==> config.mk <==
export PLATFORM = sky130hd
export DESIGN_NAME = phy_tx_encoder
export DESIGN_NICKNAME = d
export VERILOG_FILES = /design/src/logic/phy_tx_pkg.sv /design/src/logic/enc_8b10b.sv /design/src/logic/phy_tx_encoder.sv /design/src/logic/symbol_serializer.sv /design/src/logic/wrap_enc_8b10b.sv
export VERILOG_INCLUDE_DIRS = /design/src /design/src/logic
export SDC_FILE = /design/constraint.sdc
export NUM_CORES = 1
export LEC_CHECK = 0
export ABC_AREA = 1
export BUFFER_PORTS_ARGS = -buffer_cell sky130_fd_sc_hd__buf_2
export CAP_MARGIN = 20
export CORE_MARGIN = 2
export CORE_UTILIZATION = 55
export CTS_BUF_LIST = sky130_fd_sc_hd__clkbuf_8
export DETAILED_ROUTE_END_ITERATION = 10
export GPL_TIMING_DRIVEN = 0
export PLACE_DENSITY = 0.74
export SYNTH_ARGS = -nofsm -noshare
export SYNTH_HDL_FRONTEND = slang
export SYNTH_SLANG_ARGS = --single-unit
==> constraint.sdc <==
create_clock -name CLK -period 13.3 [get_ports CLK]
set_input_delay 0.665 -clock CLK [delete_from_list [all_inputs] [get_ports CLK]]
set_output_delay 0.665 -clock CLK [all_outputs]
set_load 0.02 [all_outputs]
==> src/logic/phy_tx_defs.svh <==
`ifndef PHY_TX_DEFS_SVH
`define PHY_TX_DEFS_SVH

// Byte lanes per flit, lane 4 leads on the wire
`define PORTCOUNT 5

// One 8b/10b symbol
`define SYM_W 10

// Raw flit width
`define FLIT_W (`PORTCOUNT * 8)

// Encoded flit width
`define ENC_W (`PORTCOUNT * `SYM_W)

`endif

==> src/logic/phy_tx_pkg.sv <==
`default_nettype none

`include "phy_tx_defs.svh"

package phy_tx_pkg;

    typedef logic [`FLIT_W-1:0] flit_t;
    typedef logic [`SYM_W-1:0]  sym_t;

    // Lane 4 symbol on top, the rest below
    typedef struct packed {
        sym_t               meta_data;
        logic [`FLIT_W-1:0] payload;
    } flit_enc_t;

    typedef enum logic [3:0] {
        START_PACKET_SEL   = 4'd0,
        END_PACKET_SEL     = 4'd1,
        GRTCRED0_SEL       = 4'd2,
        GRTCRED1_SEL       = 4'd3,
        ACK_SEL            = 4'd4,
        DATA_SEL           = 4'd5,
        NACK_CTRL_BAUD_SEL = 4'd6,
        BAUD_SEL           = 4'd7,
        REQ_CTRL_BAUD_SEL  = 4'd8,
        GRT_CTRL_BAUD_SEL  = 4'd9
    } comma_sel_t;

    typedef enum logic [1:0] {
        SELECT_COMMA_1_FLIT = 2'd0, // One symbol
        SELECT_COMMA_2_FLIT = 2'd1, // Comma plus meta_data
        SELECT_COMMA_DATA   = 2'd2  // All five lanes
    } comma_length_sel_t;

    // K-codes as {abcdei, fghj}, RD- column
    localparam sym_t START_COMMA         = 10'b110110_1000; // K27.7
    localparam sym_t END_COMMA           = 10'b101110_1000; // K29.7
    localparam sym_t GRTCRED0_COMMA      = 10'b001111_0100; // K28.0
    localparam sym_t GRTCRED1_COMMA      = 10'b001111_0101; // K28.2
    localparam sym_t ACK_COMMA           = 10'b001111_0011; // K28.3
    localparam sym_t BAUD_COMMA          = 10'b001111_0010; // K28.4
    localparam sym_t REQ_CTRL_BAUD_COMMA = 10'b001111_0110; // K28.6
    localparam sym_t GRT_CTRL_BAUD_COMMA = 10'b011110_1000; // K30.7

    // K28.5 RD- then K28.5 RD+, top half is unique among the 1-symbol commas
    localparam logic [2*`SYM_W-1:0] NACK_CTRL_BAUD_COMMA = {10'b001111_1010, 10'b110000_0101};

endpackage

`default_nettype wire

==> src/logic/enc_8b10b.sv <==
`timescale 1ns/1ps
`default_nettype none

module enc_8b10b import phy_tx_pkg::*; (
    input  logic [7:0] data_in,
    input  logic       rd_in,    // 0 is RD-, 1 is RD+
    output sym_t       data_out,
    output logic       rd_out
);

    logic [4:0] x;
    logic [2:0] y;
    logic [5:0] code6;
    logic [3:0] code4;
    logic       unbal6;
    logic       unbal4;
    logic       flip6;
    logic       flip4;
    logic       rd_mid;
    logic       use_a7;

    assign x = data_in[4:0]; // EDCBA
    assign y = data_in[7:5]; // HGF

    // 5b/6b, RD- column
    always_comb begin
        case (x)
            5'd0:  code6 = 6'b100111;
            5'd1:  code6 = 6'b011101;
            5'd2:  code6 = 6'b101101;
            5'd3:  code6 = 6'b110001;
            5'd4:  code6 = 6'b110101;
            5'd5:  code6 = 6'b101001;
            5'd6:  code6 = 6'b011001;
            5'd7:  code6 = 6'b111000;
            5'd8:  code6 = 6'b111001;
            5'd9:  code6 = 6'b100101;
            5'd10: code6 = 6'b010101;
            5'd11: code6 = 6'b110100;
            5'd12: code6 = 6'b001101;
            5'd13: code6 = 6'b101100;
            5'd14: code6 = 6'b011100;
            5'd15: code6 = 6'b010111;
            5'd16: code6 = 6'b011011;
            5'd17: code6 = 6'b100011;
            5'd18: code6 = 6'b010011;
            5'd19: code6 = 6'b110010;
            5'd20: code6 = 6'b001011;
            5'd21: code6 = 6'b101010;
            5'd22: code6 = 6'b011010;
            5'd23: code6 = 6'b111010;
            5'd24: code6 = 6'b110011;
            5'd25: code6 = 6'b100110;
            5'd26: code6 = 6'b010110;
            5'd27: code6 = 6'b110110;
            5'd28: code6 = 6'b001110;
            5'd29: code6 = 6'b101110;
            5'd30: code6 = 6'b011110;
            default: code6 = 6'b101011; // D.31
        endcase
    end

    assign unbal6 = ($countones(code6) != 3);
    assign flip6  = rd_in && (unbal6 || (x == 5'd7)); // D.07 alternates although balanced
    assign rd_mid = rd_in ^ unbal6;

    // Alternate D.x.7 avoids a run of five equal bits
    assign use_a7 = (y == 3'd7) &&
                    ((!rd_mid && (x == 5'd17 || x == 5'd18 || x == 5'd20)) ||
                     (rd_mid && (x == 5'd11 || x == 5'd13 || x == 5'd14)));

    // 3b/4b, RD- column
    always_comb begin
        case (y)
            3'd0: code4 = 4'b1011;
            3'd1: code4 = 4'b1001;
            3'd2: code4 = 4'b0101;
            3'd3: code4 = 4'b1100;
            3'd4: code4 = 4'b1101;
            3'd5: code4 = 4'b1010;
            3'd6: code4 = 4'b0110;
            default: code4 = use_a7 ? 4'b0111 : 4'b1110;
        endcase
    end

    assign unbal4 = ($countones(code4) != 2);
    assign flip4  = rd_mid && (unbal4 || (y == 3'd3));

    assign data_out = {(flip6 ? ~code6 : code6), (flip4 ? ~code4 : code4)};
    assign rd_out   = rd_mid ^ unbal4;

endmodule

`default_nettype wire

==> src/logic/phy_tx_encoder.sv <==
`timescale 1ns/1ps
`default_nettype none

module phy_tx_encoder import phy_tx_pkg::*; (
    input  logic       CLK,
    input  logic       nRST,
    input  logic       start,
    input  comma_sel_t comma_sel,
    input  flit_t      flit,
    output sym_t       sym,
    output logic       sym_valid,
    output logic       busy
);

    logic              start_out;
    flit_enc_t         flit_out;
    comma_length_sel_t comma_length_sel_out;

    // Encode and pick the comma, one cycle
    wrap_enc_8b10b u_wrap (
        .CLK                 (CLK),
        .nRST                (nRST),
        .start               (start),
        .comma_sel           (comma_sel),
        .flit                (flit),
        .start_out           (start_out),
        .flit_out            (flit_out),
        .comma_length_sel_out(comma_length_sel_out)
    );

    symbol_serializer u_ser (
        .CLK                 (CLK),
        .nRST                (nRST),
        .start_out           (start_out),
        .flit_out            (flit_out),
        .comma_length_sel_out(comma_length_sel_out),
        .sym                 (sym),
        .sym_valid           (sym_valid),
        .busy                (busy)
    );

endmodule

`default_nettype wire

==> src/logic/symbol_serializer.sv <==
`timescale 1ns/1ps
`default_nettype none

`include "phy_tx_defs.svh"

module symbol_serializer import phy_tx_pkg::*; (
    input  logic              CLK,
    input  logic              nRST,
    input  logic              start_out,
    input  flit_enc_t         flit_out,
    input  comma_length_sel_t comma_length_sel_out,
    output sym_t              sym,
    output logic              sym_valid,
    output logic              busy
);

    logic [`ENC_W-1:0] shift_q;
    logic [2:0]        remain_q; // Symbols not yet shown
    logic [2:0]        n_count;
    logic              load;

    assign busy = (remain_q != 3'd0) || sym_valid;
    assign load = start_out && !busy; // Dropped while busy

    always_comb begin
        case (comma_length_sel_out)
            SELECT_COMMA_2_FLIT: n_count = 3'd2;
            SELECT_COMMA_DATA:   n_count = 3'(`PORTCOUNT);
            default: begin
                // NACK_CTRL_BAUD is a 1-flit comma two symbols wide
                if (flit_out.meta_data == NACK_CTRL_BAUD_COMMA[2*`SYM_W-1 -: `SYM_W])
                    n_count = 3'd2;
                else
                    n_count = 3'd1;
            end
        endcase
    end

    always_ff @(posedge CLK, negedge nRST) begin
        if (!nRST) begin
            remain_q  <= 3'd0;
            sym_valid <= 1'b0;
        end else if (load) begin
            remain_q  <= n_count;
            sym_valid <= 1'b0;
        end else begin
            sym_valid <= (remain_q != 3'd0);
            if (remain_q != 3'd0)
                remain_q <= remain_q - 3'd1;
        end
    end

    // Top symbol out, then shift up by one symbol
    always_ff @(posedge CLK) begin
        if (load) begin
            shift_q <= flit_out;
        end else if (remain_q != 3'd0) begin
            sym     <= shift_q[`ENC_W-1 -: `SYM_W];
            shift_q <= shift_q << `SYM_W;
        end
    end

endmodule

`default_nettype wire

==> src/logic/wrap_enc_8b10b.sv <==
`timescale 1ns/1ps
`default_nettype none

`include "phy_tx_defs.svh"

module wrap_enc_8b10b import phy_tx_pkg::*; (
    input  logic              CLK,
    input  logic              nRST,
    input  logic              start,
    input  comma_sel_t        comma_sel,
    input  flit_t             flit,
    output logic              start_out,
    output flit_enc_t         flit_out,
    output comma_length_sel_t comma_length_sel_out
);

    flit_enc_t           flit_norm;
    flit_enc_t           n_flit;
    comma_length_sel_t   n_length;
    logic                rd_q;
    logic [`PORTCOUNT:0] rd_chain;

    assign rd_chain[`PORTCOUNT] = rd_q; // Lane 4 goes first

    genvar i;
    generate
        for (i = 0; i < `PORTCOUNT; i++) begin : g_lane
            enc_8b10b u_enc (
                .data_in (flit[i*8 +: 8]),
                .rd_in   (rd_chain[i+1]),
                .data_out(flit_norm[i*`SYM_W +: `SYM_W]),
                .rd_out  (rd_chain[i])
            );
        end
    endgenerate

    always_comb begin
        n_flit   = '0; // Unknown select sends a zero symbol
        n_length = SELECT_COMMA_1_FLIT;
        case (comma_sel)
            START_PACKET_SEL:   n_flit = {START_COMMA, {`FLIT_W{1'b1}}};
            END_PACKET_SEL:     n_flit = {END_COMMA, {`FLIT_W{1'b1}}};
            GRTCRED0_SEL:       n_flit = {GRTCRED0_COMMA, {`FLIT_W{1'b1}}};
            GRTCRED1_SEL:       n_flit = {GRTCRED1_COMMA, {`FLIT_W{1'b1}}};
            NACK_CTRL_BAUD_SEL: n_flit = {NACK_CTRL_BAUD_COMMA, {(`FLIT_W-`SYM_W){1'b1}}};
            ACK_SEL: begin
                n_flit   = {ACK_COMMA, flit_norm.meta_data, {(`FLIT_W-`SYM_W){1'b1}}};
                n_length = SELECT_COMMA_2_FLIT;
            end
            BAUD_SEL: begin
                n_flit   = {BAUD_COMMA, flit_norm.meta_data, {(`FLIT_W-`SYM_W){1'b1}}};
                n_length = SELECT_COMMA_2_FLIT;
            end
            REQ_CTRL_BAUD_SEL: begin
                n_flit   = {REQ_CTRL_BAUD_COMMA, flit_norm.meta_data, {(`FLIT_W-`SYM_W){1'b1}}};
                n_length = SELECT_COMMA_2_FLIT;
            end
            GRT_CTRL_BAUD_SEL: begin
                n_flit   = {GRT_CTRL_BAUD_COMMA, flit_norm.meta_data, {(`FLIT_W-`SYM_W){1'b1}}};
                n_length = SELECT_COMMA_2_FLIT;
            end
            DATA_SEL: begin
                n_flit   = flit_norm;
                n_length = SELECT_COMMA_DATA;
            end
            default: ;
        endcase
    end

    always_ff @(posedge CLK, negedge nRST) begin
        if (!nRST) begin
            start_out            <= 1'b0;
            comma_length_sel_out <= SELECT_COMMA_1_FLIT;
            rd_q                 <= 1'b0; // RD-
        end else begin
            start_out <= start;
            if (start) begin
                comma_length_sel_out <= n_length;
                if (comma_sel == DATA_SEL)
                    rd_q <= rd_chain[0]; // Only data moves the running disparity
            end
        end
    end

    always_ff @(posedge CLK) begin
        if (start)
            flit_out <= n_flit;
    end

endmodule

`default_nettype wire

==> results of run 1 <==
## state kept, by name (all words and copies together) (netlist names)
name                         flops
u_ser.remain_q                   3
u_wrap.rd_q                      1
u_ser.shift_q                   50
u_wrap.comma_length_sel_out      2
u_wrap.flit_out                 50
u_ser.sym_valid                  1
u_wrap.start_out                 1
u_ser.sym                       10
## area by class of cell
| class | instances | area (µm²) | share of cell area |
|---|---|---|---|
| clock buffer | 20 | 275 | 0.0248 |
| clock inverter | 12 | 100 | 0.00902 |
| inverter | 181 | 694 | 0.0625 |
| sequential | 118 | 3500 | 0.316 |
| buffer | 23 | 118 | 0.0106 |
| tap | 211 | 264 | 0.0238 |
| multi-input combinational | 752 | 4800 | 0.432 |
| timing repair buffer | 189 | 1350 | 0.122 |
## what timing repair did
| action | 4_1_cts | 5_1_grt |
|---|---|---|
| setup endpoints to repair | 5 | 8 |
| resized for setup | 25 | 77 |
| setup buffers | 127 | 21 |
| pin swaps | 35 | 42 |
## routing by layer
layer,share of wire,global-route usage
met1,0.39,0.379
met2,0.46,0.499
met3,0.085,0.0677
met4,0.065,0.178
met5,0,0
## placed cells by master (no fill, tap or decap), drive strengths merged, types with 13 or more instances in the layout
cell type and n:
o21ai 81, nand3 69, nand2 303, nor2 85
o211ai 13, a21oi 33, inv 185, fa 20
ha 51, edfxtp 110, buf 191, clkbuf 41
## power breakdown
part | internal, mW | switching (mW) | total, mW
logic | 0.494 | 0.770 | 1.26
registers | 0.561 | 0.0363 | 0.597
clock network | 0.175 | 0.134 | 0.309
## cell usage after synthesis (8+ instances only)
master / n / area [µm²]
nand2_1: 290 / 1090
inv_1: 177 / 664
edfxtp_1: 110 / 3300
nor2_1: 84 / 315
o21ai_0: 80 / 400
nand3_1: 59 / 295
ha_1: 51 / 638
a21oi_1: 33 / 165
clkbuf_1: 20 / 75.1
fa_1: 20 / 400
o211ai_1: 13 / 97.6
xor2_1: 12 / 105
o22ai_1: 11 / 68.8
nand2_2: 10 / 62.6
nor3_1: 10 / 50.1
nand3_2: 9 / 90.1
a31oi_1: 8 / 50.1
dfrtp_1: 8 / 200
## worst max-delay path, delay by kind of cell
| family | cells | cell delay [ps] |
|---|---|---|
| AOI/OAI and AO/OA | 8 | 1460 |
| buffers and inverters | 21 | 1500 |
| and+or+nand+nor | 34 | 3930 |
| adders and majority gates | 19 | 6480 |
## through the flow
step | area [µm²] | setup WS, ps | TNS, ps | std cells | hold WS, ps
2_1_floorplan | 8730 | 0.526 | 0 | 1074 | 369
3_3_place_gp | 9260 | -1100 | -5250 | 1339 | 401
3_5_place_dp | 9280 | -1280 | -6160 | 1340 | 407
4_1_cts | 10700 | -47.3 | -179 | 1499 | 60.0
5_1_grt | 11100 | -1100 | -6030 | 1506 | 74.7
6_report | 11100 | -622 | -3050 | 1506 | 89.2
## worst min-delay path by stage
| stage | start | to | slack [ps] | depth (start not counted) |
|---|---|---|---|---|
| after floorplan | nRST | u_ser.remain_q[0] | 370 | 0 |
| after global routing | nRST | u_ser.sym_valid | 70 | 1 |
| after global placement | u_ser.shift_q[47] | u_ser.sym[7] | 400 | 0 |
| final | nRST | u_ser.remain_q[1] | 90 | 1 |
| after detailed placement | u_ser.shift_q[45] | u_ser.sym[5] | 410 | 0 |
| after CTS | nRST | u_wrap.comma_length_sel_out[0] | 60 | 1 |
## logic make-up (layout without fill, tap and decap cells)
group / count (synthesis) / in the layout
fa+ha+maj: 71 / 71
buf+inv: 204 / 425
simple gates: 486 / 486
flops: 118 / 118
xor+xnor: 14 / 14
compound gates: 181 / 181
==> metrics, run 1 <==
number of diodes 0; Top cell by count, worst path inv_2; Syn Std Cell Area 8630 µm²; area of the die 16700 µm²; Startpoint Class primary input; slowest stage delay, CP 540 ps; xor/xnor cell area share of the yosys netlist 0.0142; H-tree levels 4; Hold WC Path Type in2async; Slowest cell on crit path fa_1; Pleak 5.29 nW; WL/cell 17.3 µm; area delta synth->final 28.7%; Reg clk slew, reported paths 70 ps; CP Capture Type flop; Yosys cell types 50; Pwr Total 2.17 mW; max cap viols 0; Worst-Skew Late Latency 430 ps; IO Count 59; Final Wtd Congestion 0.938; Final Hold Fails 0; Worst Reg-to-Reg Cells 68; GRT Util Overall 0.307; dominant synthesized flop cell edfxtp_1; Worst Skew 13.8 ps; CTS sink cnt 118; setup repair after global routing missed its margin yes; initial antenna violation count 0; pwr dens 195 nW/µm²; sequential cell area fraction in the yosys report 0.406; Synth warnings 0; failing checks setup timing; I/O Buffers 54; vias post-DR 8685; FF-to-FF setup slack 1580 ps; Final WS setup -622 ps; CTS tree done; first-pass GRT wire length 39600 µm; largest family of logic cells by synthesized area simple AND/OR/NAND/NOR gates; adder-cell share of the synthesized area 0.120; GRT overflow 0; Simple-Gate Fraction of Synth Area 0.244; number of global-route vias before repair 7986; DIE HEIGHT 129 µm; highest clock rate 71.8 MHz; DR iter-0 viols 1031; number of cells produced by synthesis 1074; largest net degree at the start of global routing 56; post-route ant nets 0; register bit total from synthesis 118; Slew headroom 0.278; hpwl dp 14400 µm; ratio of final minimum period to clock period 1.05; crit path to u_wrap.flit_out[1]; hold_buf cts 0; CTS buffer count 17; Worst Path Required 13460 ps; crit-path max FO 6; complex-gate fraction of the synthesized area 0.125; Final min period 13920 ps; Least-Margin Pin Slew 1070 ps; Peak VDD IR 107 µV; DRT Wirelength 26000 µm; # DRC 0; status complete, but fails checks; CTS Root Buffer Type clkbuf_8; post-synthesis mux area share 0; syn nets 1192; fin nets 1400; capture point of the worst reg-to-reg path u_wrap.flit_out[1]; arrival time worst endpoint 14080 ps; reg-to-reg startpoint u_wrap.rd_q; Post-Syn Area per Cell 8.03 µm²; final core occ 0.728; routed vias/inst 5.77; fin. max-slew vios 0; Core Area 15300 µm²; ys async rst share 0.0678; initial core utilization 0.565; Worst Setup SP flit[34]; deepest clock path buffer count 2; num rows 45; Die W 129 µm; Crit Path Category in2reg; EDFF count, synth 110; router iterations before antenna repair 8; share of cells above drive strength 1 0.258; Layout fillers 1056; final setup fails 6
Power figures use the tool's default switching activity.
==> run 2: changes to the inputs <==
Settings changed: CORE_ASPECT_RATIO set to 1.1.
Clock period 13.3 ns to 16.29 ns, I/O delays scaled along.
==> run 2 against run 1 <==
  * The run now ends clean
  * Hold slack gained 140 ps
  * Sequential share of layout area grew 5.3 points
  * Flip-flop and latch count is the same
  * Utilization shrank 11 points
  * Global-route usage shrank 7.6 points
  * Critical path type unchanged
  * Largest power group unchanged
  * Critical endpoint is now u_wrap.flit_out[0]
  * Count of clock-buffer cells in the layout shrank 3
==> metrics, run 2 (synthesis results as in run 1) <==
status finished clean; routed vias/inst 5.27 (-8.6%); Final min period 15110 ps; num rows 48 (+6.7%); Crit Path Category in2reg; H-tree levels 4 (unchanged); final core occ 0.613 (-0.114); FF-to-FF setup slack 4080 ps (+2500 ps); Final Wtd Congestion 0.887 (-5.5%); Hold WC Path Type in2async; fin nets 1268 (-9.4%); first-pass GRT wire length 30700 µm (-22%); GRT overflow 0 (unchanged); max cap viols 0 (unchanged); Largest regs u_ser.shift_q (50), u_wrap.flit_out (50), u_ser.sym (10); hold_buf cts 0 (unchanged); DIE HEIGHT 135 µm (+4.7%); DR iter-0 viols 561 (-46%); highest clock rate 66.2 MHz; CTS sink cnt 118 (unchanged); GRT Util Overall 0.232 (-0.0757); Reg clk slew, reported paths 60 ps (about the same); arrival time worst endpoint 15270 ps (+1190 ps); Slew headroom 0.406 (+0.128); vias post-DR 7161 (-18%); number of global-route vias before repair 6664 (-17%); IO Count 59 (unchanged); initial core utilization 0.557 (-0.00863); reg-to-reg startpoint u_wrap.rd_q; Worst Reg-to-Reg Cells 68 (unchanged); Core Area 15500 µm² (+1.5%); Top cell by count, worst path inv_1; area of the die 16700 µm² (about the same); Slowest cell on crit path fa_1; Least-Margin Pin Slew 869 ps (-204 ps); CP Capture Type flop; hpwl dp 14600 µm (+0.95%); Worst Path Required 16440 ps (+2980 ps); WL/cell 13.5 µm (-22%); ratio of final minimum period to clock period 0.928; pwr dens 140 nW/µm² (-28%); slowest stage delay, CP 540 ps (about the same); Die W 123 µm (-4.5%); largest net degree at the start of global routing 56 (unchanged); Worst Skew 6.25 ps (-7.55 ps); Pleak 4.53 nW (-14%); Layout fillers 1398 (+32%); post-route ant nets 0 (unchanged); final setup fails 0 (-6); initial antenna violation count 0 (unchanged); CTS buffer count 17 (unchanged); number of diodes 0 (unchanged); # DRC 0 (unchanged); Startpoint Class primary input; DRT Wirelength 18400 µm (-29%); router iterations before antenna repair 5 (-3); setup repair after global routing missed its margin no; Worst Setup SP flit[32]; I/O Buffers 54 (unchanged); deepest clock path buffer count 2 (unchanged); Peak VDD IR 57.3 µV (-47%); setup TNS 0 ps (+3050 ps); commonest non-fill, non-tap cell in the layout nand2_1; share of cells above drive strength 1 0.102 (-0.156); Final Hold Fails 0 (unchanged); area delta synth->final 10.2%; CTS Root Buffer Type clkbuf_8; CTS tree done; capture point of the worst reg-to-reg path u_wrap.flit_out[0]; commonest cells after routing, fill and taps aside nand2_1 (290), inv_1 (178), edfxtp_1 (110), nor2_1 (84), o21ai_0 (80); fin. max-slew vios 0 (unchanged); crit-path max FO 6 (unchanged); Worst-Skew Late Latency 420 ps (about the same)
==> run 2: final cells by class <==
cell class / count / area [µm²] / share of cell area
Buffer: 23 / 96.3 / 0.0101
Clock inverter: 11 / 72.6 / 0.00764
Multi-Input combinational cell: 752 / 4350 / 0.458
Sequential cell: 118 / 3500 / 0.369
Inverter: 181 / 679 / 0.0715
Clock buffer: 17 / 234 / 0.0246
Timing Repair Buffer: 57 / 315 / 0.0332
Tap cell: 200 / 250 / 0.0263
==> run 2: through the flow <==
| stage | instance area, µm² | std cells | hold WS [ps] | setup slack [ps] | total power, mW |
|---|---|---|---|---|---|
| finish | 9500 | 1359 | 228 | 1180 | 1.33 |
| global route | 9500 | 1359 | 226 | 61.5 | 1.45 |
| CTS | 9480 | 1358 | 210 | 1050 | 1.34 |
| detailed placement | 9170 | 1330 | 406 | 607 | 1.12 |
| global placement | 9150 | 1328 | 401 | 893 | 1.10 |
| floorplan | 8630 | 1074 | 400 | 2120 | 0.965 |
==> run 2: what timing repair did <==
action | 4_1_cts | 5_1_grt
gates resized for setup | 0 | 1
setup endpoints to repair | 0 | 4
buffers inserted | 0 | 0
==> run 2: power by group <==
part / total, mW / internal (mW) / switching [mW]
clock network: 0.214 / 0.112 / 0.102
logic: 0.634 / 0.205 / 0.428
registers: 0.485 / 0.458 / 0.0275
total: 1.33 / 0.775 / 0.558
==> run 2: how the worst max path moves through the flow <==
stage | to | depth (start not counted)
after CTS | u_wrap.flit_out[1] | 81
after global routing | u_wrap.flit_out[1] | 81
final | u_wrap.flit_out[0] | 81
after floorplan | u_wrap.flit_out[0] | 80
after global placement | u_wrap.flit_out[1] | 81
after detailed placement | u_wrap.flit_out[1] | 81
==> run 2: critical path: cells and delay by family <==
kind | cells | cell delay, ps
buffers and inverters | 21 | 1560
and+or+nand+nor | 30 | 3890
AOI/OAI and AO/OA | 10 | 2190
adders and majority gates | 20 | 6810
==> run 2: routing by layer <==
layer | track usage | routed length, µm | up-vias
met5 | 0 | 0 | -
met4 | 0.0915 | 414 | 0
met3 | 0.0328 | 702 | 27
met2 | 0.368 | 8700 | 180
met1 | 0.320 | 8530 | 3256
li1 | - | - | 3698
==> run 3: changes to the inputs <==
Settings changed: REMOVE_ABC_BUFFERS set to 1.
==> run 3 against run 2 <==
  * Routed wire length decreased by 1.2%
  * Sequential power hardly changed
  * First-iteration DRC count down 12%
==> metrics, run 3 (synthesis results as in run 1) <==
Final WS setup 1210 ps (+35.6 ps); Largest regs u_ser.shift_q (50), u_wrap.flit_out (50), u_ser.sym (10); CP Capture Type flop; vias post-DR 7210 (+0.68%); Post-DP Area 9170 µm² (unchanged); ratio of final minimum period to clock period 0.926 (-0.00218); crit path to u_wrap.flit_out[0]; reg-to-reg startpoint u_wrap.rd_q; initial core utilization 0.557 (unchanged); worst hold slack 227 ps (-1.15 ps); area of the multi-input gates 4360 µm² (+0.26%); crit-path max FO 6 (unchanged); Final min period 15080 ps (-35.6 ps); Worst Setup SP flit[32]; DRT Wirelength 18100 µm (-1.2%); post-route ant nets 0 (unchanged); CTS buffer count 17 (unchanged); CTS tree done; Pleak 4.62 nW (+1.9%); router iterations before antenna repair 6 (+1); CTS sink cnt 118 (unchanged); fin nets 1253 (-1.2%); Final Wtd Congestion 0.892 (+0.51%); GRT Util Overall 0.228 (-0.00310); hpwl dp 14000 µm (-4.1%); Top cell by count, worst path inv_1; slowest stage delay, CP 540 ps (about the same); first-pass GRT wire length 30400 µm (-0.94%); setup repair after global routing missed its margin no; CTS Root Buffer Type clkbuf_8; Reg area 3500 µm² (unchanged); initial antenna violation count 0 (unchanged); Worst-Skew Late Latency 420 ps (about the same); design area 9660 µm² (+1.6%); fin. max-slew vios 0 (unchanged); final setup fails 0 (unchanged); Worst Skew 8.91 ps (+2.66 ps); Die W 123 µm (unchanged); hold_buf cts 0 (unchanged); number of diodes 0 (unchanged); setup TNS 0 ps (unchanged); Crit Path Category in2reg; Hold WC Path Type in2async; deepest clock path buffer count 2 (unchanged); area delta synth->final 12.0%; Slowest cell on crit path fa_1; share of cells above drive strength 1 0.113 (+0.0114); num rows 48 (unchanged); Peak VDD IR 78.1 µV (+36%); WL/cell 13.4 µm (-0.42%); DIE HEIGHT 135 µm (unchanged); Layout fillers 1371 (-1.9%); max cap viols 0 (unchanged); Core Area 15500 µm² (unchanged); GRT overflow 0 (unchanged); commonest non-fill, non-tap cell in the layout nand2_1; Worst Reg-to-Reg Cells 68 (unchanged); arrival time worst endpoint 15250 ps (-20 ps); pre-CTS WS 593 ps (-14.1 ps); Least-Margin Pin Slew 930 ps (+60.8 ps); Startpoint Class primary input; FF-to-FF setup slack 4120 ps (+40 ps); highest clock rate 66.3 MHz (+0.24%); IO Count 59 (unchanged); number of global-route vias before repair 6774 (+1.7%); pwr dens 146 nW/µm² (+4.3%); # DRC 0 (unchanged); commonest cells after routing, fill and taps aside nand2_1 (290), inv_1 (180), edfxtp_1 (110), nor2_1 (84), o21ai_0 (80); area of the die 16700 µm² (unchanged); Worst Path Required 16470 ps (+30 ps); largest net degree at the start of global routing 41 (-27%); H-tree levels 4 (unchanged); routed vias/inst 5.35 (+1.5%); Reg clk slew, reported paths 60 ps (about the same); capture point of the worst reg-to-reg path u_wrap.flit_out[0]; Slew headroom 0.375 (-0.0307); status finished clean; I/O Buffers 58 (+7.4%); final core occ 0.623 (+0.00993); DR iter-0 viols 495 (-12%); Final Hold Fails 0 (unchanged)
run 3: changes by cell type in the layout (fill, tap and decap cells not counted), sizes merged:
cell / before / now
clkinv: 10 / 6
bufinv: 1 / 6
buf: 59 / 65
inv: 181 / 183
clkbuf: 38 / 17
clkinvlp: 0 / 1
run 3: layout make-up:
class | instances | share of cell area
Clock inverter | 15 | 0.0227
Multi-Input combinational cell | 752 | 0.452
Sequential cell | 118 | 0.363
Clock buffer | 17 | 0.0242
Tap cell | 200 | 0.0259
Timing Repair Buffer | 65 | 0.0422
Inverter | 181 | 0.0704
run 3: how the worst min path moves through the flow:
stage	from	endpoint	cells after the start
4_1_cts	nRST	u_ser.sym_valid	1
2_1_floorplan	u_ser.shift_q[40]	u_ser.sym[0]	0
3_5_place_dp	u_ser.shift_q[47]	u_ser.sym[7]	0
6_report	nRST	u_ser.sym_valid	1
3_3_place_gp	u_ser.shift_q[49]	u_ser.sym[9]	0
5_1_grt	nRST	u_ser.sym_valid	1
run 3: metrics by stage:
stage               cells  total power [mW]
floorplan            1051             0.963
global placement     1309              1.09
detailed placement   1315              1.12
CTS                  1347              1.42
global route         1348              1.53
finish               1348              1.41
run 3: worst max-delay path: cells and delay by family:
kind / cells / cell delay [ps]
AO/OA/AOI/OAI: 10 / 2210
adder cells (fa/ha/maj): 20 / 6810
buffers and inverters: 22 / 1670
AND/OR/NAND/NOR: 29 / 3710
run 3: per-layer routing:
| layer | wire [µm] | vias to the layer above | track usage |
|---|---|---|---|
| li1 | - | 3671 | - |
| met1 | 7580 | 3319 | 0.282 |
| met2 | 9350 | 192 | 0.407 |
| met3 | 802 | 28 | 0.0337 |
| met4 | 396 | 0 | 0.0745 |
| met5 | 0 | - | 0 |
run 3: timing repair:
item	in CTS	in global routing
setup endpoints to repair	0	4
setup buffers	0	0
gates resized for setup	0	1
run 3: report_power, final:
| group | switching, mW | internal [mW] |
|---|---|---|
| sequential | 0.0271 | 0.458 |
| combinational | 0.421 | 0.206 |
| clock | 0.108 | 0.193 |
| total | 0.556 | 0.857 |
